[config.mk]
export PLATFORM = sky130hd
export DESIGN_NAME = store_merge
export DESIGN_NICKNAME = d
export VERILOG_FILES = /design/src/rtl/dcache_pkg.sv /design/src/rtl/store_merge.sv
export VERILOG_INCLUDE_DIRS = /design/src /design/src/rtl
export SDC_FILE = /design/constraint.sdc
export NUM_CORES = 1
export LEC_CHECK = 0
export BUFFER_PORTS_ARGS = -buffer_cell sky130_fd_sc_hd__buf_2
export CORE_ASPECT_RATIO = 1.4
export CORE_MARGIN = 2
export CORE_UTILIZATION = 43
export DETAILED_ROUTE_END_ITERATION = 8
export GPL_ROUTABILITY_DRIVEN = 0
export GPL_TIMING_DRIVEN = 0
export PLACE_DENSITY_LB_ADDON = 0.12
export SLEW_MARGIN = 20
export SYNTH_ARGS = -nofsm -noshare
export SYNTH_HDL_FRONTEND = slang
export SYNTH_SLANG_ARGS = --single-unit
[constraint.sdc]
create_clock -name vclk -period 4.75
set_input_delay 0.95 -clock vclk [all_inputs]
set_output_delay 0.95 -clock vclk [all_outputs]
set_load 0.01 [all_outputs]
[src/rtl/dcache_defines.svh]
// ****************************************
// data cache geometry and field widths
// ****************************************
`ifndef DCACHE_DEFINES_SVH
`define DCACHE_DEFINES_SVH

// 32-bit address = tag | index | offset
`define DCACHE_ADDR_W    32
`define DCACHE_LINE_W    64
`define DCACHE_TAG_W     23
`define DCACHE_INDEX_W   6
`define DCACHE_OFFSET_W  3

`define DCACHE_LINES     64    // direct mapped, 8 bytes each

// memory tag 0 means no transaction
`define DCACHE_MEM_TAG_W 4
`define DCACHE_SLOTS     15    // one miss slot per nonzero tag

`endif

[src/rtl/dcache_pkg.sv]
// ****************************************
// data cache shared types
// ****************************************
`include "dcache_defines.svh"

package dcache_pkg;

    // command on both the processor and memory side
    typedef enum logic [1:0] {
        BUS_NONE  = 2'd0,
        BUS_LOAD  = 2'd1,
        BUS_STORE = 2'd2
    } bus_command_t;

    typedef enum logic [1:0] {
        SIZE_BYTE   = 2'd0,
        SIZE_HALF   = 2'd1,
        SIZE_WORD   = 2'd2,
        SIZE_DOUBLE = 2'd3
    } mem_size_t;

    typedef logic [`DCACHE_LINE_W-1:0] line_t;       // one cache line
    typedef logic [`DCACHE_MEM_TAG_W-1:0] mem_tag_t;

endpackage

[src/rtl/store_merge.sv]
// ****************************************
// store merge: drops a sub-line store into
// an 8-byte line by size and offset
// ****************************************
`timescale 1ns/1ns
`include "dcache_defines.svh"

module store_merge (
    input  dcache_pkg::line_t          line_in,
    input  logic [`DCACHE_OFFSET_W-1:0] offset,
    input  dcache_pkg::mem_size_t      size,
    input  logic [`DCACHE_LINE_W-1:0]  store_data,
    output dcache_pkg::line_t          line_out
);

    always_comb begin
        line_out = line_in;  // untouched bytes pass through
        case (size)
            dcache_pkg::SIZE_BYTE: begin
                line_out[{offset, 3'b000} +: 8] = store_data[7:0];
            end
            dcache_pkg::SIZE_HALF: begin
                line_out[{offset[2:1], 4'b0000} +: 16] = store_data[15:0];
            end
            dcache_pkg::SIZE_WORD: begin
                line_out[{offset[2], 5'b00000} +: 32] = store_data[31:0];
            end
            default: begin
                line_out = store_data;  // double covers the whole line
            end
        endcase
    end

endmodule

After elaboration in Yosys (flattened, before gate mapping)
Index checks and enable logic that the tools add are counted. W data, S select, Z words.

Output and inout port bits: 64. Flip-flop bits (word level): 0. Input port bits: 133.

Shifts and indexed selects: 6. Multiplexer cells: 4. Reductions and logical operators: 1. Add/subtract/negate cells: 3. Equality and inequality tests: 2.

Operators with widths (count): $bwmux W64 (3); $pmux W64 S3 (1); $shift A16 B8 Y64 const A (1); $shift A32 B8 Y64 const A (1); $shift A8 B8 Y64 const A (1); $shiftx A16 B8 Y64 (1); $shiftx A32 B8 Y64 (1); $shiftx A8 B8 Y64 (1); $neg A6 Y8 (3); $eq A2 B1 Y1 const B (1); $eq A2 B2 Y1 const B (1); $logic_not A2 Y1 (1).

Longest topological paths before layout
Depth after elaboration: 4. Gate-level depth with buffers: 10.

Least setup slack after synthesis
OpenSTA, ideal clock, no wires.

Path type: input -> output. Start: in offset[2]. End: out line_out[24]. Arrival time: 3162 ps. Setup slack: 638 ps. Stages: 10. Required time: 3800 ps. Path buffers: 4. Cells stage by stage: buf_2 -> clkbuf_1 -> inv_1 -> ha_1 -> clkbuf_1 -> nor4bb_1 -> and2_1 -> clkbuf_1 -> a222oi_1 -> nand2_1.

Longest elaborated chain between the ends: 4.

Ends and longest elaborated chain: start: declaration (RTL line store_merge.sv:10) `` input logic [`DCACHE_OFFSET_W-1:0] offset, ``; $neg A6 Y8 (on tied branches) (RTL line store_merge.sv:26, store_merge.sv:20, store_merge.sv:23); $shiftx A32 B8 Y64, or another cell as far along (RTL line store_merge.sv:26) `line_out[{offset[2], 5'b00000} +: 32] = store_data[31:0];`; $bwmux W64 (on tied branches) (RTL line store_merge.sv:26, store_merge.sv:20, store_merge.sv:23); $pmux W64 S3 * (RTL line store_merge.sv:18) `case (size)`; end: declaration (RTL line store_merge.sv:13) `output dcache_pkg::line_t line_out`.

Every way passes the cells marked *; elsewhere a longest branch is shown, timed or not.

Worst setup path after layout
Start: in offset[2]. End: out line_out[43].

The elaborated chain is that of the path after synthesis.

==> summary.md <==
| Metric | Value |
|---|---|
| GR Util All Layers | 32.5% |
| DRT iter0 DRCs | 368 |
| Setup ws final | 0.307 ns |
| Hold_buf cts | 0 |
| CP startpoint kind | input port |
| Share of layout cells above drive strength 1 | 41.2% |
| Final nets | 713 |
| Placed insts | 641 |
| Final core utilization | 62.0% |
| Distinct cells, synth | 46 |
| Synth top area cells | mux2_2 (13%), a222oi_1 (12%), a21o_1 (9.5%), nand2_1 (6.6%), mux2i_1 (6.1%) |
| Period utilization | 93.5% |
| Setup Crit Path Kind | input port to output port |
| Final hold vios | 0 |
| Worst Path Max Fanout | 19 |
| DRC | 0 |
| Vias per cell | 6.41 |
| Total negative slack | 0 ns |
| Post-route minimum period | 4.44 ns |
| Cell Count, Final, Fillers Out | 640 |
| Setup-failing EPs final | 0 |
| Post-route ant nets | 0 |
| Pwr Total | 416 uW |
| Storage cell area | 0 sq um |
| Pre-CTS setup slack | -0.137 ns |
| Die width | 69.8 um |
| DR WL/cell | 18.5 um |
| Dpl cell area | 0.00364 sq mm |
| Cells after Synth | 382 |
| Sequential area share after synthesis | 0% |
| Synth top area share | 13.0% |
| CP arrival | 3.49 ns |
| Status | finished, final reports clean |
| Tightest Pin Transition | 0.816 ns |
| Area grow syn2layout | 39.6% |
| Die H | 96.1 um |
| Avg Cell Area, Syn | 6.82 sq um |
| Seq cells | 0 |
| Most numerous cell in the Yosys netlist | nand2_1 |
| Crit. End Element | output port |
| Port bufs | 189 |
| Max-cap violations | 0 |
| Static leakage | 1.85 nW |
| Syn nets | 523 |
| Post-route design area | 0.00364 sq mm |
| First-pass GRT wire length | 18.0 mm |
| Commonest cells post-synth | nand2_1 (46), a21o_1 (33), a222oi_1 (31) |
| Hpwl dp | 9.23 mm |
| Clock Buffer Count | 0 |
| Synth Cell Area | 0.00260 sq mm |
| Grt ovf | 0 |
| Vias in the first global route | 3733 |
| Placeable Area | 0.00586 sq mm |
| # IOs | 197 |
| Maximum vdd drop | 0.0622 mV |
| Starting Density | 44.4% |
| Final WL | 11.8 mm |
| Post-CTS setup buffer count | 0 |
| Site Rows | 33 |
| Fmax achieved | 225 MHz |
| Slew Limit Headroom | 45.6% |
| CP required | 3.80 ns |
| Pre-Repair DR Iteration Count | 9 |
| Yosys top cell by area | mux2_2 |
| RSZ-0062 raised after global routing | no |
| HP Class | input port to output port |
| WHS | 2.18 ns |
| Max Slew Vio Count | 0 |
| Initial antenna violation count | 0 |
| Via count | 4103 |
| Antenna cells | 0 |
| PD cells | 114 mW/mm^2 |
| Largest net degree at the start of global routing | 20 |
| Synth warn | 0 |
| Die area | 0.00671 sq mm |
power breakdown:
part	internal (mW)	total [mW]	switching, mW
Sequential	0	0	0
Clock	0	0	0
Combinational	0.187	0.416	0.229
Total	0.187	0.416	0.229
kinds of logic (layout without fill, tap and decap cells):
| logic type | Yosys count | in the layout | share of synthesized area (%) |
|---|---|---|---|
| AO/OA/AOI/OAI | 163 | 163 | 47.3 |
| AND/OR/NAND/NOR | 111 | 111 | 21.6 |
| buffers and inverters | 54 | 242 | 8.17 |
| multiplexers | 46 | 46 | 19.1 |
| adder cells (fa/ha/maj) | 8 | 8 | 3.84 |
cell type report:
type                       instances  area [sq um]
multi-input combinational        328          2390
fill                             590          2230
timing repair buffer             189           946
buffer                            39           159
tap                               70          87.6
inverter                          14          52.6
cells in the final DEF (no fill, tap or decap), types with 2 or more instances in the layout:
cell      count
a221o_1       8
o22ai_1       8
a22o_1        8
o21ai_1       2
mux2_2       30
a21o_1       33
o22a_1        8
nand3_1       9
a31oi_1       3
nor2b_1       9
buf_1         3
a21oi_1      15
o21ai_0      25
a21boi_1      9
nor3_2        2
a22oi_1       8
clkbuf_1     28
inv_1        13
mux2i_1      16
nand2b_1      2
nor4bb_1      2
a222oi_1     31
nor4_2        2
nor2_1       26
ha_1          8
buf_2       196
nand2_1      46
timing repair:
item	4_1_cts	5_1_grt
hold endpoints to repair	0	0
setup endpoints to repair	49	5
gates resized for setup	0	1
final timing paths:
| check | startpoint | to | slack [ns] | cells past startpoint |
|---|---|---|---|---|
| setup / recovery | offset[2] | line_out[43] | 0.31 | 11 |
| hold / removal | line_in[27] | line_out[27] | 2.18 | 4 |
metal layers:
layer,wire length [um],global-route usage (%),up-vias
met5,0,0,-
met1,4500,40.1,1887
met2,5610,54.3,289
li1,-,-,1882
met3,1110,3.77,45
met4,612,19.6,0
critical path, cell delays in order:
cell and delay, ns:
buf_2 0.10, clkbuf_4 0.32, inv_1 0.17, ha_1 0.31, clkbuf_1 0.21, nor4bb_1 0.44
buf_2 0.31, nor2_1 0.06, o311ai_0 0.32, a31oi_1 0.13, buf_2 0.16
Power figures use the tool's default switching activity.
