--- src/rtl/dcache_defines.svh ---
// ****************************************
// data cache geometry and field widths
// ****************************************
`ifndef DCACHE_DEFINES_SVH
`define DCACHE_DEFINES_SVH

// 32-bit address = tag | index | offset
`define DCACHE_ADDR_W    32
`define DCACHE_LINE_W    64
`define DCACHE_TAG_W     23
`define DCACHE_INDEX_W   6
`define DCACHE_OFFSET_W  3

`define DCACHE_LINES     64    // direct mapped, 8 bytes each

// memory tag 0 means no transaction
`define DCACHE_MEM_TAG_W 4
`define DCACHE_SLOTS     15    // one miss slot per nonzero tag

`endif

--- src/rtl/dcache_pkg.sv ---
// ****************************************
// data cache shared types
// ****************************************
`include "dcache_defines.svh"

package dcache_pkg;

    // command on both the processor and memory side
    typedef enum logic [1:0] {
        BUS_NONE  = 2'd0,
        BUS_LOAD  = 2'd1,
        BUS_STORE = 2'd2
    } bus_command_t;

    typedef enum logic [1:0] {
        SIZE_BYTE   = 2'd0,
        SIZE_HALF   = 2'd1,
        SIZE_WORD   = 2'd2,
        SIZE_DOUBLE = 2'd3
    } mem_size_t;

    typedef logic [`DCACHE_LINE_W-1:0] line_t;       // one cache line
    typedef logic [`DCACHE_MEM_TAG_W-1:0] mem_tag_t;

endpackage

--- src/rtl/miss_control.sv ---
// ****************************************
// miss control: idle/miss FSM, reports hits
// and issues line loads for misses
// ****************************************
`timescale 1ns/1ns
`include "dcache_defines.svh"

module miss_control (
    input  logic                       clk,
    input  logic                       reset,
    input  dcache_pkg::bus_command_t   proc_command,
    input  logic [`DCACHE_ADDR_W-1:0]  proc_addr,
    input  logic                       lookup_hit,
    input  logic                       any_match,
    input  logic                       fill_busy,
    input  logic                       evict_pending,
    input  dcache_pkg::mem_tag_t       mem_response,
    output logic                       mem_load,
    output logic [`DCACHE_ADDR_W-1:0]  load_addr,
    output logic                       alloc_valid,
    output dcache_pkg::mem_tag_t       alloc_tag,
    output dcache_pkg::mem_tag_t       resp_tag,
    output logic                       hit,
    output logic                       store_hit_en
);

    typedef enum logic {
        IDLE = 1'b0,
        MISS = 1'b1
    } state_t;

    state_t state;
    state_t state_next;
    logic   request;
    logic   hit_next;
    logic   accept;

    assign request = (proc_command != dcache_pkg::BUS_NONE);

    // no hits while a fill owns the array
    assign hit_next     = (state == IDLE) && request && lookup_hit && !fill_busy;
    assign store_hit_en = hit_next && (proc_command == dcache_pkg::BUS_STORE);

    // eviction store has the bus first
    assign mem_load  = (state == MISS) && !evict_pending;
    assign load_addr = {proc_addr[`DCACHE_ADDR_W-1:`DCACHE_OFFSET_W],
                        {`DCACHE_OFFSET_W{1'b0}}};
    assign accept    = mem_load && (mem_response != '0);

    assign alloc_valid = accept;
    assign alloc_tag   = mem_response;  // memory picks the tag and so the slot

    always_comb begin
        state_next = state;
        case (state)
            IDLE: begin
                // an outstanding line stalls instead of reissuing
                if (request && !lookup_hit && !any_match && !evict_pending) begin
                    state_next = MISS;
                end
            end
            MISS: begin
                if (accept) begin
                    state_next = IDLE;
                end
            end
            default: state_next = IDLE;
        endcase
    end

    always_ff @(posedge clk or posedge reset) begin
        if (reset) begin
            state    <= IDLE;
            hit      <= 1'b0;
            resp_tag <= '0;
        end else begin
            state    <= state_next;
            hit      <= hit_next;
            resp_tag <= accept ? mem_response : '0;  // one cycle per acceptance
        end
    end

endmodule

--- config.mk ---
export PLATFORM = sky130hd
export DESIGN_NAME = miss_control
export DESIGN_NICKNAME = d
export VERILOG_FILES = /design/src/rtl/dcache_pkg.sv /design/src/rtl/miss_control.sv
export VERILOG_INCLUDE_DIRS = /design/src /design/src/rtl
export SDC_FILE = /design/constraint.sdc
export NUM_CORES = 1
export LEC_CHECK = 0
export BUFFER_PORTS_ARGS = -buffer_cell sky130_fd_sc_hd__buf_4
export CORE_ASPECT_RATIO = 0.9
export CORE_MARGIN = 3
export CORE_UTILIZATION = 28
export CTS_CLUSTER_SIZE = 25
export DETAILED_ROUTE_END_ITERATION = 6
export PLACE_DENSITY = 0.83
export REMOVE_ABC_BUFFERS = 1
export SLEW_MARGIN = 10
export SYNTH_ARGS = -nofsm -noshare
export SYNTH_HDL_FRONTEND = slang
export SYNTH_SLANG_ARGS = --single-unit
--- constraint.sdc ---
create_clock -name clk -period 2.1 [get_ports clk]
set_input_delay 0.42 -clock clk [delete_from_list [all_inputs] [get_ports clk]]
set_output_delay 0.42 -clock clk [all_outputs]
set_load 0.005 [all_outputs]
After elaboration in Yosys (flattened, before gate mapping) --
Index checks and enable logic that the tools add are counted.
Word-level totals: input port bits 44, register bits 6
Operators by class: bitwise logic cells 1, eq/ne operators 1, multiplexer cells 4, reductions and logical operators 15
Operators with widths (count):
- $logic_and 1x1->1 | 9
- $logic_not 1->1 | 4
- $mux 4 | 1
- $reduce_bool 4->1 | 1
- $eq 2x2->1 const B | 1
- $mux 1 | 2
- $pmux 1 s2 | 1
- $reduce_bool 2->1 | 1
- $not 1->1 | 1

Depth between registers and ports, before layout --
word-level depth 6, mapped depth 3, mapped depth without buffers 3

Least setup slack after synthesis --
Ideal clock, no wire load.
path type input -> output, start input port mem_response[3], end output port alloc_valid, slack 0.924 ns, buffers on the path 0, data arrival time 0.756 ns, stages on the path 2, cell sequence nor4_1 -> nor3_1
On the way: word-level cells in the longest chain between the ends 2
RTL lines:
- start, declared | RTL line miss_control.sv:17 | input dcache_pkg::mem_tag_t mem_response,
- $reduce_bool 4->1 | RTL line miss_control.sv:48 | assign accept = mem_load && (mem_response != '0);
- $logic_and 1x1->1 | RTL line miss_control.sv:48
- end, declared | RTL line miss_control.sv:20 | output logic alloc_valid,
No other way between the ends.

Worst setup path after layout --
start register state, end output port store_hit_en
On the way: word-level cells in the longest chain between the ends 5
RTL lines:
- start, declared | RTL line miss_control.sv:32 | state_t state;
- start signal, assigned | RTL line miss_control.sv:77 | state <= state_next;
- $not 1->1
- $logic_and 1x1->1 (3 in a row) | RTL line miss_control.sv:41 | assign hit_next = (state == IDLE) && request && lookup_hit && !fill_busy;
- $logic_and 1x1->1 | RTL line miss_control.sv:42 | assign store_hit_en = hit_next && (proc_command == dcache_pkg::BUS_STORE);
- end, declared | RTL line miss_control.sv:24 | output logic store_hit_en
No other way between the ends.

==> results.py <==
metrics = {
    "run_status": {
        "outcome": "complete, no violations",
    },
    "place": {
        "placed_area_um2": 445,
        "dpl.hpwl_mm": 1.47,
        "place_ws_ns": 0.611,
        "post-place-cells": 70,
        "gp_congestion": 0.634,
        "portBuffers": 23,
    },
    "sta": {
        "min_period_ns": 1.57,
        "fmax_mhz": 636,
        "skew_ns": 0.00155,
        "fin_crit_sh_pct": 74.9,
        "worst_slack_ns": 0.527,
        "hold_viol": 0,
        "fin_setup_tns_ns": 0,
        "fin_hold_ws_ns": 0.0862,
        "slew_viol_final": 0,
        "rsz0062_at_grt": "false",
        "setup_viol": 0,
    },
    "detailed_routing": {
        "drt.antenna.violating_nets": 0,
        "routed_wl_mm": 1.67,
        "wl_per_cell_um": 22.9,
        "drc": 0,
        "drt_iter0_drc": 5,
        "vias": 318,
        "viasPerCell": 4.36,
        "firstDrtPassIters": 4,
    },
    "pwr": {
        "irDropWorstVdd_v": 0.000257,
        "power.density_nw_per_um2": 743,
        "power.total_mw": 0.348,
        "power.leakage_nw": 0.258,
    },
    "layout": {
        "fin_util_pct": 29.7,
        "layout_common_cells": "buf_4 (23), dfrtp_1 (6), and2_1 (4)",
        "stdcell_count": 73,
        "drive_gt1_share_pct": 51.0,
        "design_area_um2": 468,
        "nets": 97,
        "area_growth_pct": -7.88,
        "diodes": 0,
        "mostFrequentLayoutCell": "buf_4",
    },
    "setup_path": {
        "path_max_fanout": 4,
        "crit_path_max_incr_delay_ns": 0.36,
        "critical_path_class": "reg -> out",
        "cp-start-kind": "flop",
        "critPathCaptureType": "output port",
        "cp_cell_sequence": "inv_1 -> nand3_1 -> nor3b_1 -> buf_4",
        "cp.arrival_ns": 1.15,
        "required_ns": 1.68,
        "cpMaxStageDelayCell": "dfrtp_1",
    },
    "cts": {
        "insertion_delay_ns": 0.24,
        "ctsHoldBuffers": 0,
        "postCtsSetupBuffers": 0,
        "cts_inserted_buffers": 3,
        "cts.sinks": 6,
        "htreeDepth": 1,
        "cts_max_path_buffers": 2,
        "ctsRootBufferMaster": "clkbuf_4",
        "clk_pin_slew_ns": 0.04,
        "cts_tree": "yes",
        "cts_resized": 0,
    },
    "global_route": {
        "gr-usage-all-layers_pct": 14.9,
        "grt_pass1_wl_mm": 2.07,
        "antenna_found_initial": 0,
        "overflow": 0,
        "grt_start_max_net_pins": 7,
        "grt_pass1_vias": 332,
    },
    "synth": {
        "ys_types": 12,
        "seq_area_frac_synth_pct": 29.6,
        "ys_warn_count": 0,
        "synth_area_um2": 508,
        "ys_ff_latch": 6,
        "syn_avg_cell_area_um2": 8.61,
        "synthCells": 59,
    },
    "floorplanning": {
        "die_area_um2": 2360,
        "initial_utilization_pct": 32.2,
        "rows": 13,
        "die_x_um": 50.9,
        "core_um2": 1580,
        "die_h_um": 46.4,
        "ios": 88,
    },
    "hold_path": {
        "worstHoldPathType": "in -> async",
    },
    "run": {
        "drv_cap": 0,
    },
}
## critical path, delay by kind of cell, from the launching register on
family        cells  cell delay, ns
simple gates      2            0.30
flops             1            0.36
buf+inv           2            0.25
## cells by family after synthesis
group,Yosys count,synth area share (%)
simple gates,12,13.3
compound gates,1,0.984
other cells,1,0.738
buf+inv,39,55.4
flops,6,29.6
## state kept, by name (all words and copies together), names as in the netlist
register  count
state         1
hit           1
resp_tag      4
## per-layer routing
layer	vias to the layer above	GRT usage [%]	part of all wire [%]
li1	126	-	-
met1	126	12.7	32
met2	64	11.5	28
met3	2	25.9	38
met4	0	12.9	1.6
met5	-	0	0
## cell usage after synthesis
cell type | instances | share of area (%)
buf_4 | 36 | 53
nor2_1 | 3 | 2.2
nand3_1 | 1 | 0.98
nor4_1 | 1 | 1.2
nor3b_1 | 1 | 1.5
nor3_1 | 1 | 0.98
inv_1 | 3 | 2.2
dfrtp_1 | 6 | 30
conb_1 | 1 | 0.74
and2_1 | 4 | 4.9
or4_1 | 1 | 1.5
a21oi_1 | 1 | 0.98
## path summary, 6_finish.rpt
path | from | endpoint | cells past startpoint | slack (ns)
worst max-delay path | state | store_hit_en | 4 | 0.53
worst min-delay path | reset | state | 2 | 0.09
worst max register to register | state | state | 3 | 1.27
worst min register to register | state | state | 2 | 0.58
max in group asynchronous | reset | resp_tag[3] | 2 | 1.84
min in group clk | mem_response[2] | resp_tag[2] | 2 | 0.41
## power breakdown
group	switching, mW	leakage, nW	internal, mW
clock	0.0361	0.0138	0.0643
sequential	0.00661	0.0805	0.137
combinational	0.0452	0.164	0.0584
total	0.0878	0.258	0.260
## final cells by class
type / instances / area [um^2]
inverter: 3 / 11.3
clock buffer: 3 / 22.5
sequential: 6 / 150
fill: 183 / 1110
tap: 22 / 27.5
timing repair buffer: 23 / 173
multi-input combinational: 16 / 83.8
Note: power is estimated with default switching activity, not from simulation.
