$ cat config.mk
export PLATFORM = sky130hd
export DESIGN_NAME = miss_slot
export DESIGN_NICKNAME = d
export VERILOG_FILES = /design/src/rtl/dcache_pkg.sv /design/src/rtl/miss_slot.sv
export VERILOG_INCLUDE_DIRS = /design/src /design/src/rtl
export SDC_FILE = /design/constraint.sdc
export NUM_CORES = 1
export LEC_CHECK = 0
export ABC_AREA = 1
export BUFFER_PORTS_ARGS = -buffer_cell sky130_fd_sc_hd__buf_2
export CAP_MARGIN = 10
export CORE_ASPECT_RATIO = 0.6
export CORE_MARGIN = 3
export CORE_UTILIZATION = 35
export CTS_BUF_LIST = sky130_fd_sc_hd__clkbuf_4 sky130_fd_sc_hd__clkbuf_8
export DETAILED_ROUTE_END_ITERATION = 16
export PLACE_DENSITY_LB_ADDON = 0.05
export SLEW_MARGIN = 20
export SYNTH_ARGS = -nofsm -noshare
export SYNTH_HDL_FRONTEND = slang
export SYNTH_SLANG_ARGS = --single-unit
$ cat constraint.sdc
create_clock -name clk -period 2.8 [get_ports clk]
set_clock_uncertainty 0.05 [all_clocks]
set_input_delay 0.14 -clock clk [delete_from_list [all_inputs] [get_ports clk]]
set_output_delay 0.14 -clock clk [all_outputs]
set_load 0.01 [all_outputs]
$ cat src/rtl/dcache_defines.svh
// ****************************************
// data cache geometry and field widths
// ****************************************
`ifndef DCACHE_DEFINES_SVH
`define DCACHE_DEFINES_SVH

// 32-bit address = tag | index | offset
`define DCACHE_ADDR_W    32
`define DCACHE_LINE_W    64
`define DCACHE_TAG_W     23
`define DCACHE_INDEX_W   6
`define DCACHE_OFFSET_W  3

`define DCACHE_LINES     64    // direct mapped, 8 bytes each

// memory tag 0 means no transaction
`define DCACHE_MEM_TAG_W 4
`define DCACHE_SLOTS     15    // one miss slot per nonzero tag

`endif

$ cat src/rtl/dcache_pkg.sv
// ****************************************
// data cache shared types
// ****************************************
`include "dcache_defines.svh"

package dcache_pkg;

    // command on both the processor and memory side
    typedef enum logic [1:0] {
        BUS_NONE  = 2'd0,
        BUS_LOAD  = 2'd1,
        BUS_STORE = 2'd2
    } bus_command_t;

    typedef enum logic [1:0] {
        SIZE_BYTE   = 2'd0,
        SIZE_HALF   = 2'd1,
        SIZE_WORD   = 2'd2,
        SIZE_DOUBLE = 2'd3
    } mem_size_t;

    typedef logic [`DCACHE_LINE_W-1:0] line_t;       // one cache line
    typedef logic [`DCACHE_MEM_TAG_W-1:0] mem_tag_t;

endpackage

$ cat src/rtl/miss_slot.sv
// ****************************************
// miss slot: one outstanding miss, held
// from allocation until its fill retires
// ****************************************
`timescale 1ns/1ns
`include "dcache_defines.svh"

module miss_slot (
    input  logic                      clk,
    input  logic                      reset,
    input  logic                      alloc,
    input  logic [`DCACHE_ADDR_W-1:0] req_addr,
    input  dcache_pkg::mem_size_t     req_size,
    input  dcache_pkg::line_t         req_data,
    input  logic                      req_is_store,
    input  logic                      retire,
    input  logic [`DCACHE_ADDR_W-1:0] probe_addr,
    output logic                      slot_valid,
    output logic [`DCACHE_ADDR_W-1:0] slot_addr,
    output dcache_pkg::mem_size_t     slot_size,
    output dcache_pkg::line_t         slot_data,
    output logic                      slot_is_store,
    output logic                      slot_match
);

    // a tag can be retired and handed out again on the same edge
    always_ff @(posedge clk or posedge reset) begin
        if (reset) begin
            slot_valid <= 1'b0;
        end else if (alloc) begin
            slot_valid <= 1'b1;
        end else if (retire) begin
            slot_valid <= 1'b0;
        end
    end

    always_ff @(posedge clk) begin
        if (alloc) begin
            slot_addr     <= req_addr;  // full address, offset is needed by the merge
            slot_size     <= req_size;
            slot_data     <= req_data;
            slot_is_store <= req_is_store;
        end
    end

    // compare line addresses only
    assign slot_match = slot_valid &&
        (slot_addr[`DCACHE_ADDR_W-1:`DCACHE_OFFSET_W] ==
         probe_addr[`DCACHE_ADDR_W-1:`DCACHE_OFFSET_W]);

endmodule

Word level (Yosys, flattened, before mapping)
Cells that the tools add are included.
{"block": "op_classes", "eq_ne": 1, "mux": 2, "n_reduce_logical": 2}
{"operator": "$eq A29 B29 Y1", "n": 1}
{"operator": "$mux W1", "n": 2}
{"operator": "$reduce_bool A2 Y1", "n": 1}
{"operator": "$logic_and A1 B1 Y1", "n": 1}
{"block": "word_totals", "ff_bits": 100, "output_inout_bits": 101, "wordCells": 10}

Depth between registers and ports, before layout
Gate-level depths: netlist of run 1.
{"block": "depth", "word_depth": 2, "ltp_mapped": 8, "ltp_nobuf": 8}

Worst setup path after synthesis of run 1
No wires, ideal clock.
{"block": "synth_path", "path_kind": "register to output", "startpoint": "register slot_addr[19]", "endpoint": "output slot_match", "arrival_time_ns": 1.009, "t_required_ns": 2.610, "setup_slack_ns": 1.601, "path_stages_with_launch": 8, "path_buffers": 0, "cell_sequence": "edfxtp_1 > nand2_1 > nand2_1 > nor2_1 > nand2_1 > nor2_1 > nand2_1 > nor2_1"}
{"block": "synth_via", "elab_chain_cells": 2}
{"element": "start, declared", "line_no": "miss_slot.sv:19", "text": "output logic [`DCACHE_ADDR_W-1:0] slot_addr,"}
{"element": "start signal, assigned", "line_no": "miss_slot.sv:39", "text": "slot_addr <= req_addr;"}
{"element": "$eq A29 B29 Y1", "line_no": "miss_slot.sv:48", "text": "(slot_addr[`DCACHE_ADDR_W-1:`DCACHE_OFFSET_W] =="}
{"element": "$logic_and A1 B1 Y1", "line_no": "miss_slot.sv:47", "text": "assign slot_match = slot_valid &&"}
{"element": "end, declared", "line_no": "miss_slot.sv:23", "text": "output logic slot_match"}
Every way passes these cells.

Final worst setup path of run 1
{"block": "layout_path", "startpoint": "register slot_addr[9]", "endpoint": "output slot_match"}
Same word-level chain as after synthesis.

==> impl_metrics.yaml, run 1 <==
worst_setup_path:
  critPathLaunchType: "flop"
  timing.critical_path.buf_inv: 1
  worst_path_max_delay_cell: "edfxtp_1"
  worst_ep_arrival_time_ps: 1530
  crit_family: "simple AND/OR/NAND/NOR gates"
  cp_common_cell: "nor2_1"
  setup.worst_path.end_class: "primary output"
  crit_fanout: 3
  critPathRequiredTime_ps: 2610
  timing.critical_path.cells: "nor2_1 -> nor2_1 -> nor2_1 -> nand2_1 -> nor2_1 -> nand2_1 -> nor2_1 -> buf_2"
  critical-path-max-stage-delay_ps: 410
  timing_worst_setup_path_type: "reg -> out"
clock_tree:
  cts_resized: 0
  tritoncts: "yes"
  total_number_of_h_tree_levels: 3
  post_cts_buffers: 0
  clock_latency_ps: 350
  path_clk_slew_ps: 90
  tritoncts.num_buffers: 9
  clockRootBuffer: "clkbuf_8"
  clock_tree.buffer_depth: 2
  number_of_sinks_on_the_clock_net: 100
yosys:
  synth.net_count: 393
  async_sr_flop_fraction_pct: 1.00
  synth_top_area_share_pct: 82.4
  postSynth.topFlopCell: "edfxtp_1"
  synth_enable_flop_cells: 99
  synth-warning-count: 0
  post_synth_cell_types: 9
  yosys_register_bits: 100
  seq_area_frac_synth_pct: 83.1
  yosysTopAreaCell: "edfxtp_1"
  syn_avg_cell_area_sq_um: 14.0
  yosys.cell_count.top_type: "edfxtp_1"
  post_synth_most_frequent_cells: "99 x edfxtp_1, 75 x nand2_1, 49 x inv_1"
  synthTopCellsByArea: "edfxtp_1 82%, nand2_1 7.8%, inv_1 5.1%, nor2_1 2.6%, o21ai_0 0.83%"
  mappedNetlistArea_sq_um: 3610
  synthesized_instance_count: 258
pwr:
  powerDensity_nw_per_um2: 529
  sequentialPowerShare_pct: 55.5
  combPwrFrac_pct: 15.1
  vdd.ir_drop.worst_mv: 0.352
  power_switching_share_pct: 22.6
  switching_power_mw: 0.739
  total_leakage_power_nw: 2.96
  power.share.clock_pct: 29.3
  internal_power_mw: 2.53
sta:
  period_needed_ps: 1720
  setup_total_negative_slack_ps: 0
  setup_repair_after_global_routing_missed_its_margin: "no"
  tightest_slew_ps: 370
  timing.slew.headroom_pct: 75.3
  finalHoldViolCount: 0
  clock.fmax_mhz: 580
  maxSlewViolCount: 0
  timing.final.setup_violations: 0
  min_period_over_period_pct: 61.5
grt:
  grt_remaining_overflow: 0
  grt_max_degree: 35
  grt_pass1_vias: 3224
  grt_util_all_layers_pct: 17.8
  grt_antenna_before_repair: 0
  wire_length_of_the_first_global_routing_pass_microns: 15700
drt:
  via_per_inst: 4.09
  route.vias.total: 3040
  highest-signal-layer: "met4"
  wirelength_met1_microns: 3930
  drt_drc_violations_left: 0
  detail_route.first_pass.iterations: 4
  drt-total-wl_microns: 10200
  ant_nets: 0
  wl_met3_microns: 1130
  met2_wirelength_microns: 5030
  number_of_violations_reported_at_the_end_of_detailed_routing_iteration_0: 116
  average_wire_length_per_cell_after_detail_routing_microns: 13.8
cells_and_area:
  fraction_of_layout_instances_using_a_drive_strength_above_1_pct: 41.0
  finish.cell_count_without_fillers: 743
  layout.area.seq_sq_um: 3000
  final_net_count: 740
  filler_cell_count: 819
  multi_input_area_sq_um: 427
  n_antenna_cell: 0
  syn_to_final_growth_pct: 71.5
floorplan:
  design.die.area_sq_um: 11600
  floorplan.die.width_microns: 137
  design.portCount: 236
  fp-row-count: 28
  fp.dieH_microns: 84.7
  area_inside_the_core_boundary_sq_um: 9950
  initial_utilization_pct: 36.3
place:
  place_congestion: 0.714
  numPlacedInstances: 628
  port_buffers: 232
  dp_hpwl_microns: 7240
outcome:
  run_status: "finished, final reports clean"
worst_hold_path:
  worst_hold_path_type: "in -> async"
job:
  drv.max_cap_violation_count: 0
## registers in the layout, indices dropped and copies added (netlist names)
name / cells
slot_data: 64
slot_size: 2
slot_is_store: 1
slot_valid: 1
slot_addr: 32
## layout by cell type (no fill, tap or decap)
master | netlist | routed
buf_12 | 0 | 1
buf_2 | 0 | 231
buf_4 | 0 | 3
bufinv_16 | 0 | 2
clkbuf_8 | 0 | 9
clkinv_1 | 0 | 1
clkinv_2 | 0 | 1
dfrtp_1 | 1 | 1
dlygate4sd3_1 | 0 | 101
edfxtp_1 | 99 | 99
inv_1 | 49 | 49
inv_6 | 0 | 1
nand2_1 | 75 | 75
nor2_1 | 25 | 25
o211ai_1 | 1 | 1
o21ai_0 | 6 | 6
o21bai_1 | 1 | 1
or2_2 | 1 | 1
## final timing paths
path,from,end,slack [ps],cells after the start
max,slot_addr[9],slot_match,1080,8
max in group asynchronous,reset,slot_valid,2480,3
min,reset,slot_valid,120,3
min reg2reg,slot_valid,slot_valid,530,2
max reg2reg,slot_valid,slot_valid,2090,2
min in group clk,alloc,slot_size[0],180,1
## power groups by stage
| stage | combinational [mW] | sequential [mW] | clock, mW |
|---|---|---|---|
| 4_1_cts | 0.499 | 1.82 | 0.999 |
| 3_5_place_dp | 0.387 | 1.85 | 0 |
| 5_1_grt | 0.547 | 1.83 | 1.06 |
| 3_3_place_gp | 0.383 | 1.85 | 0 |
| 2_1_floorplan | 0.0629 | 1.92 | 0 |
| 6_report | 0.495 | 1.82 | 0.960 |
## what timing repair did
action / 4_1_cts / 5_1_grt
hold buffers: 101 / 0
endpoints found under the setup margin: 0 / 0
hold endpoints to repair: 101 / 0
## worst min-delay path, cell delays in order
cell and delay, ps:
dlygate4sd3_1 530, buf_2 120, inv_1 60
## through the flow
stage          cell area (sq um)  utilization, %  power [mW]  worst slack (ps)  hold slack [ps]
2_1_floorplan               3610               -        1.98              1600             -181
3_3_place_gp                4980            50.0        2.23              1470            -64.2
3_5_place_dp                4980            50.0        2.24              1460            -53.4
4_1_cts                     6190            62.2        3.31              1040             96.6
5_1_grt                     6190            62.2        3.44               841              128
6_report                    6190            62.2        3.27              1080              119
## area by class of cell
cell class              count  share of cell area [%]
multi-input cells         109                    6.89
clock inverters             5                    1.25
flip-flops and latches    100                    48.4
repair buffers            336                    35.7
clock buffers               9                    2.00
well taps                 135                    2.73
inverters                  49                    2.97
## cell families (layout without fill, tap and decap cells)
family / after synthesis / after routing / synth area share (%)
AO/OA/AOI/OAI: 8 / 8 / 1.25
buffers and inverters: 49 / 399 / 5.10
flip-flops: 100 / 100 / 83.1
AND/OR/NAND/NOR: 101 / 101 / 10.6
## per-layer routing
layer	vias to the layer above	GRT usage, %
li1	1533	-
met1	1350	20.1
met2	141	30.7
met3	16	7.60
met4	0	5.53
met5	-	0
Note: power is estimated with default switching activity, not from simulation.
==> inputs of run 2 (changes only) <==
--- a/config.mk
+++ b/config.mk
@@ -6,7 +6,7 @@
 export SDC_FILE = /design/constraint.sdc
 export NUM_CORES = 1
 export LEC_CHECK = 0
-export ABC_AREA = 1
+export ABC_AREA = 0
 export BUFFER_PORTS_ARGS = -buffer_cell sky130_fd_sc_hd__buf_2
 export CAP_MARGIN = 10
 export CORE_ASPECT_RATIO = 0.6
==> constraint.sdc (replaced) <==
create_clock -name clk -period 1.7 [get_ports clk]
set_clock_uncertainty 0.05 [all_clocks]
set_input_delay 0.085 -clock clk [delete_from_list [all_inputs] [get_ports clk]]
set_output_delay 0.085 -clock clk [all_outputs]
set_load 0.01 [all_outputs]
==> run 2 against run 1 <==
Against the previous run:
- combinational power is 58% higher
- the flow now finishes with violations (setup timing)
- power is 60% higher
- first-iteration DRC count is 59% lower
- count of clock-buffer cells in the layout stayed put
- critical path type unchanged
==> impl_metrics.yaml, run 2 <==
sta:
  finalHoldViolCount: 0
  timing.slew.headroom_pct: 75.4
  final_setup_margin_ps: -299
  holdWs_ps: 73.0
  period_needed_ps: 2000
  setup_total_negative_slack_ps: -299
  timing.final.setup_violations: 1
  maxSlewViolCount: 0
  min_period_over_period_pct: 118
  setup_repair_after_global_routing_missed_its_margin: "yes"
  tightest_slew_ps: 370
  clock.fmax_mhz: 500
drt:
  detail_route.first_pass.iterations: 4
  average_wire_length_per_cell_after_detail_routing_microns: 15.6
  drt_drc_violations_left: 0
  drt-total-wl_microns: 9670
  route.vias.total: 2593
  via_per_inst: 4.19
  ant_nets: 0
  number_of_violations_reported_at_the_end_of_detailed_routing_iteration_0: 48
worst_setup_path:
  timing_worst_setup_path_type: "reg -> out"
  critPathRequiredTime_ps: 1560
  worst_path_max_delay_cell: "edfxtp_1"
  worst_ep_arrival_time_ps: 1860
  register_to_register_setup_slack_ps: 950
  timing.critical_path.cells: "xor2_1 -> nor4_1 -> nand4_1 -> nor4_2 -> buf_2"
  setup.worst_path.end_class: "primary output"
  critical-path-max-stage-delay_ps: 430
  critPathLaunchType: "flop"
  crit_fanout: 2
  worstReg2RegStart: "slot_valid"
  r2r-end: "slot_valid"
  crit_path_start: "slot_addr[9]"
  reg2reg_depth: 1
yosys:
  synth-warning-count: 0
  muxShareOfSynthArea_pct: 0
  synth_top_area_share_pct: 89.2
  synth-compound-area-share_pct: 0.225
  post_synth_cell_types: 10
  async_sr_flop_fraction_pct: 1.00
  yosysTopAreaCell: "edfxtp_1"
  synth_enable_flop_cells: 99
  synthTopCellsByArea: "edfxtp_1 89%, xor2_1 5.3%, xnor2_1 2.4%, nor4_1 0.94%, dfrtp_1 0.75%"
  synthSimpleGateAreaFrac_pct: 2.03
  seq_area_frac_synth_pct: 89.9
  synthesized_instance_count: 142
  mappedNetlistArea_sq_um: 3330
  yosys.cell_count.top_type: "edfxtp_1"
  yosys_register_bits: 100
  synth_adder_area_share_pct: 0
  postSynth.topFlopCell: "edfxtp_1"
  synth.net_count: 277
  syn_avg_cell_area_sq_um: 23.5
  post_synth_most_frequent_cells: "99 x edfxtp_1, 20 x xor2_1, 9 x xnor2_1"
  combinational_family_with_the_most_area_after_synthesis: "XOR/XNOR gates"
  synth_xor_area_share_pct: 7.62
floorplan:
  initial_utilization_pct: 37.5
  design.portCount: 236
  design.die.area_sq_um: 10800
  area_inside_the_core_boundary_sq_um: 8880
  fp.dieH_microns: 81.6
  floorplan.die.width_microns: 132
  fp-row-count: 26
grt:
  global_routing_usage_on_met1_pct: 18.8
  grt_antenna_before_repair: 0
  grt_util_all_layers_pct: 17.9
  use_met3_pct: 8.87
  wire_length_of_the_first_global_routing_pass_microns: 14500
  grt_max_degree: 39
  grt_remaining_overflow: 0
  grt.busiest_layer: "met2"
  grt_pass1_vias: 2783
  grt.met2_usage_pct: 32.2
pwr:
  power_mw: 5.23
  total_leakage_power_nw: 2.56
  powerDensity_nw_per_um2: 886
  vdd.ir_drop.worst_mv: 0.784
place:
  dp_hpwl_microns: 6430
  numPlacedInstances: 502
  place_area_sq_um: 4700
  place_congestion: 0.722
  port_buffers: 232
  placement.setup.worst_slack_ps: 37.5
job:
  drv.max_cap_violation_count: 0
clock_tree:
  tritoncts: "yes"
  total_number_of_h_tree_levels: 3
  clock_tree.buffer_depth: 2
  clock_latency_ps: 350
  path_clk_slew_ps: 90
  post_cts_buffers: 0
  clockRootBuffer: "clkbuf_8"
  number_of_sinks_on_the_clock_net: 100
  tritoncts.num_buffers: 9
cells_and_area:
  largest_reg_flops: 64
  final_common_cell: "buf_2"
  syn_to_final_growth_pct: 77.0
  filler_cell_count: 634
  fraction_of_layout_instances_using_a_drive_strength_above_1_pct: 50.9
  finish.cell_count_without_fillers: 619
  fin_util_pct: 66.5
  n_antenna_cell: 0
  largest_register: "slot_data"
  top_regs: "slot_data x64, slot_addr x32, slot_size x2"
  final_net_count: 623
  final_design_area_no_fill_sq_um: 5900
  layout_common_cells: "231 x buf_2, 101 x dlygate4sd3_1, 99 x edfxtp_1, 20 x xor2_1"
outcome:
  failed_checks: "setup timing"
  run_status: "complete, but fails checks"
worst_hold_path:
  worst_hold_path_type: "in -> async"
[run 2: changes by cell type after synthesis, sizes merged]
cell / change
nand2: -75
inv: -47
nor2: -25
xor2: +20
xnor2: +9
nor4: +6
o21ai: -6
nand4: +3
a21o: +1
nand3: +1
o211ai: -1
o21bai: -1
or2: -1
[run 2: repair_timing]
item / in CTS / in global routing
hold buffers: 101 / 0
endpoints found under the setup margin: 1 / 1
gates resized for setup: 1 / 0
endpoints found under the hold margin: 101 / 0
cloned: 0 / 0
pin swaps: 0 / 1
[run 2: metal layers]
metal  up-vias  wire length [microns]
li1       1242                      -
met5         -                      0
met4         0                    182
met1      1198                   3580
met3        16                   1010
met2       137                   4900
[run 2: worst max-delay path, delay by kind of cell, from the launching register on]
family	cells	cell delay, ps
buffers and inverters	1	180
DFF	1	430
xor gates and xnor gates	1	160
and+or+nand+nor	3	740
[run 2: cells by family (layout without fill, tap and decap cells)]
logic type                after synthesis  after routing
buffers and inverters                   2            353
DFF                                   100            100
and+or+nand+nor                        10             10
AOI/OAI and AO/OA                       1              1
xor gates and xnor gates               29             29
[run 2: cell type report]
class                      instances  area [sq um]  area share [%]
clock inverter                     7          65.1            1.10
multi-input combinational         40           335            5.68
inverter                           2          7.51           0.127
timing repair buffer             335          2210            37.5
sequential                       100          3000            50.8
tap                              126           158            2.67
clock buffer                       9           124            2.10
[run 2: worst max path at each step]
stage | to | slack, ps | cells after the start
3_3_place_gp | slot_match | 100 | 5
4_1_cts | slot_match | -340 | 5
3_5_place_dp | slot_match | 40 | 5
2_1_floorplan | slot_match | 290 | 4
6_report | slot_match | -300 | 5
5_1_grt | slot_match | -420 | 5
[run 2: power by group]
group	switching [mW]	leakage, nW	total, mW	internal [mW]
Clock	0.781	0.0968	1.45	0.673
Sequential	0.0695	0.980	2.99	2.92
Combinational	0.346	1.48	0.780	0.434
Total	1.20	2.56	5.23	4.03
==> inputs of run 3 (changes only) <==
--- a/config.mk
+++ b/config.mk
@@ -10,9 +10,8 @@
 export BUFFER_PORTS_ARGS = -buffer_cell sky130_fd_sc_hd__buf_2
 export CAP_MARGIN = 10
 export CORE_ASPECT_RATIO = 0.6
-export CORE_MARGIN = 3
 export CORE_UTILIZATION = 35
-export CTS_BUF_LIST = sky130_fd_sc_hd__clkbuf_4 sky130_fd_sc_hd__clkbuf_8
+export CTS_BUF_LIST = sky130_fd_sc_hd__clkbuf_8 sky130_fd_sc_hd__clkbuf_16
 export DETAILED_ROUTE_END_ITERATION = 16
 export PLACE_DENSITY_LB_ADDON = 0.05
 export SLEW_MARGIN = 20
==> run 3 against run 2 <==
Against the previous run:
- critical path type unchanged
- count of clock-buffer cells in the layout unchanged
- the run still ends with setup timing left
- non-clock buffer count stayed put
- setup slack improved by 99 ps
- largest power group unchanged
- largest cell class unchanged
- critical endpoint unchanged
- combinational power decreased by 0.8%
==> impl_metrics.yaml, run 3 (synthesis results as in run 2) <==
outcome:
  run_status: "complete, but fails checks"
  failed_checks: "setup timing"
clock_tree:
  number_of_sinks_on_the_clock_net: 100
  clock_latency_ps: 330
  total_number_of_h_tree_levels: 3
  clock_tree.buffer_depth: 2
  tritoncts.num_buffers: 9
  path_clk_slew_ps: 70
  post_cts_buffers: 0
  tritoncts: "yes"
  clockRootBuffer: "clkbuf_16"
floorplan:
  design.portCount: 236
  fp.dieH_microns: 77.6
  initial_utilization_pct: 36.2
  design.die.area_sq_um: 9930
  fp-row-count: 27
  area_inside_the_core_boundary_sq_um: 9220
  floorplan.die.width_microns: 128
drt:
  ant_nets: 0
  average_wire_length_per_cell_after_detail_routing_microns: 13.9
  via_per_inst: 4.08
  number_of_violations_reported_at_the_end_of_detailed_routing_iteration_0: 72
  route.vias.total: 2541
  detail_route.first_pass.iterations: 6
  drt_drc_violations_left: 0
  drt-total-wl_microns: 8670
worst_setup_path:
  critPathLaunchType: "flop"
  reg2reg_depth: 1
  crit_family: "simple AND/OR/NAND/NOR gates"
  r2r-end: "slot_valid"
  worstReg2RegStart: "slot_valid"
  crit_fanout: 2
  cp_common_cell: "nor4_2"
  timing.critical_path.buf_inv: 1
  register_to_register_setup_slack_ps: 980
  crit_path_start: "slot_addr[29]"
  worst_ep_arrival_time_ps: 1770
  path_depth: 5
  critical-path-max-stage-delay_ps: 400
  timing.critical_path.cells: "xor2_1 -> nor4_2 -> nand4_1 -> nor4_2 -> buf_2"
  timing_worst_setup_path_type: "reg -> out"
  worst_path_max_delay_cell: "edfxtp_1"
  critical_path.endpoint: "slot_match"
  critPathRequiredTime_ps: 1560
  setup.worst_path.end_class: "primary output"
sta:
  min_period_over_period_pct: 112
  final_setup_margin_ps: -200
  period_needed_ps: 1900
  setup_repair_after_global_routing_missed_its_margin: "yes"
  tightest_slew_ps: 394
  clock.fmax_mhz: 526
  maxSlewViolCount: 0
  timing.final.setup_violations: 1
  timing.slew.headroom_pct: 73.8
  finalHoldViolCount: 0
pwr:
  sequentialPowerShare_pct: 53.3
  combPwrFrac_pct: 13.8
  powerDensity_nw_per_um2: 937
  power_switching_share_pct: 22.5
  total_leakage_power_nw: 2.59
  switching_power_mw: 1.27
  internal_power_mw: 4.36
  vdd.ir_drop.worst_mv: 0.781
  power.share.clock_pct: 33.0
place:
  place_area_sq_um: 4690
  placement.setup.worst_slack_ps: 58.1
  dp_hpwl_microns: 5780
  port_buffers: 232
  place_congestion: 0.730
cells_and_area:
  n_antenna_cell: 0
  syn_to_final_growth_pct: 79.9
  final_design_area_no_fill_sq_um: 6000
  layout_common_cells: "231 x buf_2, 101 x dlygate4sd3_1, 99 x edfxtp_1, 20 x xor2_1"
  final_net_count: 623
  fraction_of_layout_instances_using_a_drive_strength_above_1_pct: 51.5
  largest_register: "slot_data"
  largest_reg_flops: 64
  top_regs: "slot_data x64, slot_addr x32, slot_size x2"
  filler_cell_count: 684
  final_common_cell: "buf_2"
job:
  drv.max_cap_violation_count: 0
grt:
  wire_length_of_the_first_global_routing_pass_microns: 13000
  grt_remaining_overflow: 0
  grt_antenna_before_repair: 0
  grt_max_degree: 76
  grt_util_all_layers_pct: 17.5
  grt_pass1_vias: 2719
worst_hold_path:
  worst_hold_path_type: "in -> async"
run 3: metrics by stage:
| step | instances | utilization, % | power (mW) | TNS, ps | hold WS (ps) |
|---|---|---|---|---|---|
| final | 623 | 65.1 | 5.62 | -200 | 93.7 |
| after global routing | 623 | 65.1 | 5.84 | -372 | 75.8 |
| after CTS | 623 | 64.9 | 5.69 | -241 | 82.8 |
| after detailed placement | 506 | 50.8 | 3.63 | 0 | -126 |
| after global placement | 506 | 50.8 | 3.62 | 0 | -131 |
| after floorplan | 142 | - | 3.23 | 0 | -236 |
run 3: repair_timing:
action                                  4_1_cts  5_1_grt
pin swaps                                     2        3
gates resized for setup                       2        2
gates cloned                                  0        0
endpoints found under the setup margin        1        1
endpoints found under the hold margin       101        0
hold buffers                                101        0
run 3: worst min-delay path by stage:
stage,depth (start not counted),to,startpoint,slack [ps]
finish,3,slot_valid,reset,90
global route,3,slot_valid,reset,80
global placement,2,slot_valid,reset,-130
CTS,3,slot_valid,reset,80
floorplan,1,slot_valid,reset,-240
detailed placement,2,slot_valid,reset,-130
run 3: power groups by stage:
stage / combinational (mW) / sequential (mW) / clock [mW]
2_1_floorplan: 0.0673 / 3.16 / 0
3_3_place_gp: 0.578 / 3.04 / 0
3_5_place_dp: 0.577 / 3.05 / 0
4_1_cts: 0.769 / 3.00 / 1.92
5_1_grt: 0.832 / 3.02 / 1.99
6_report: 0.774 / 3.00 / 1.85
run 3: area by class of cell:
class | count | area [sq um] | area share, %
clock buffer | 9 | 225 | 3.75
tap | 130 | 163 | 2.71
inverter | 2 | 7.51 | 0.125
clock inverter | 7 | 50.0 | 0.834
timing repair buffer | 335 | 2200 | 36.7
sequential | 100 | 3000 | 50.0
multi-input combinational | 40 | 354 | 5.90
run 3: layer usage:
metal	share of wire [%]	track usage [%]	routed length, microns
met1	37	17.5	3210
met2	53	32.3	4560
met3	9.4	7.93	815
met4	0.97	6.12	84
met5	0	0	0
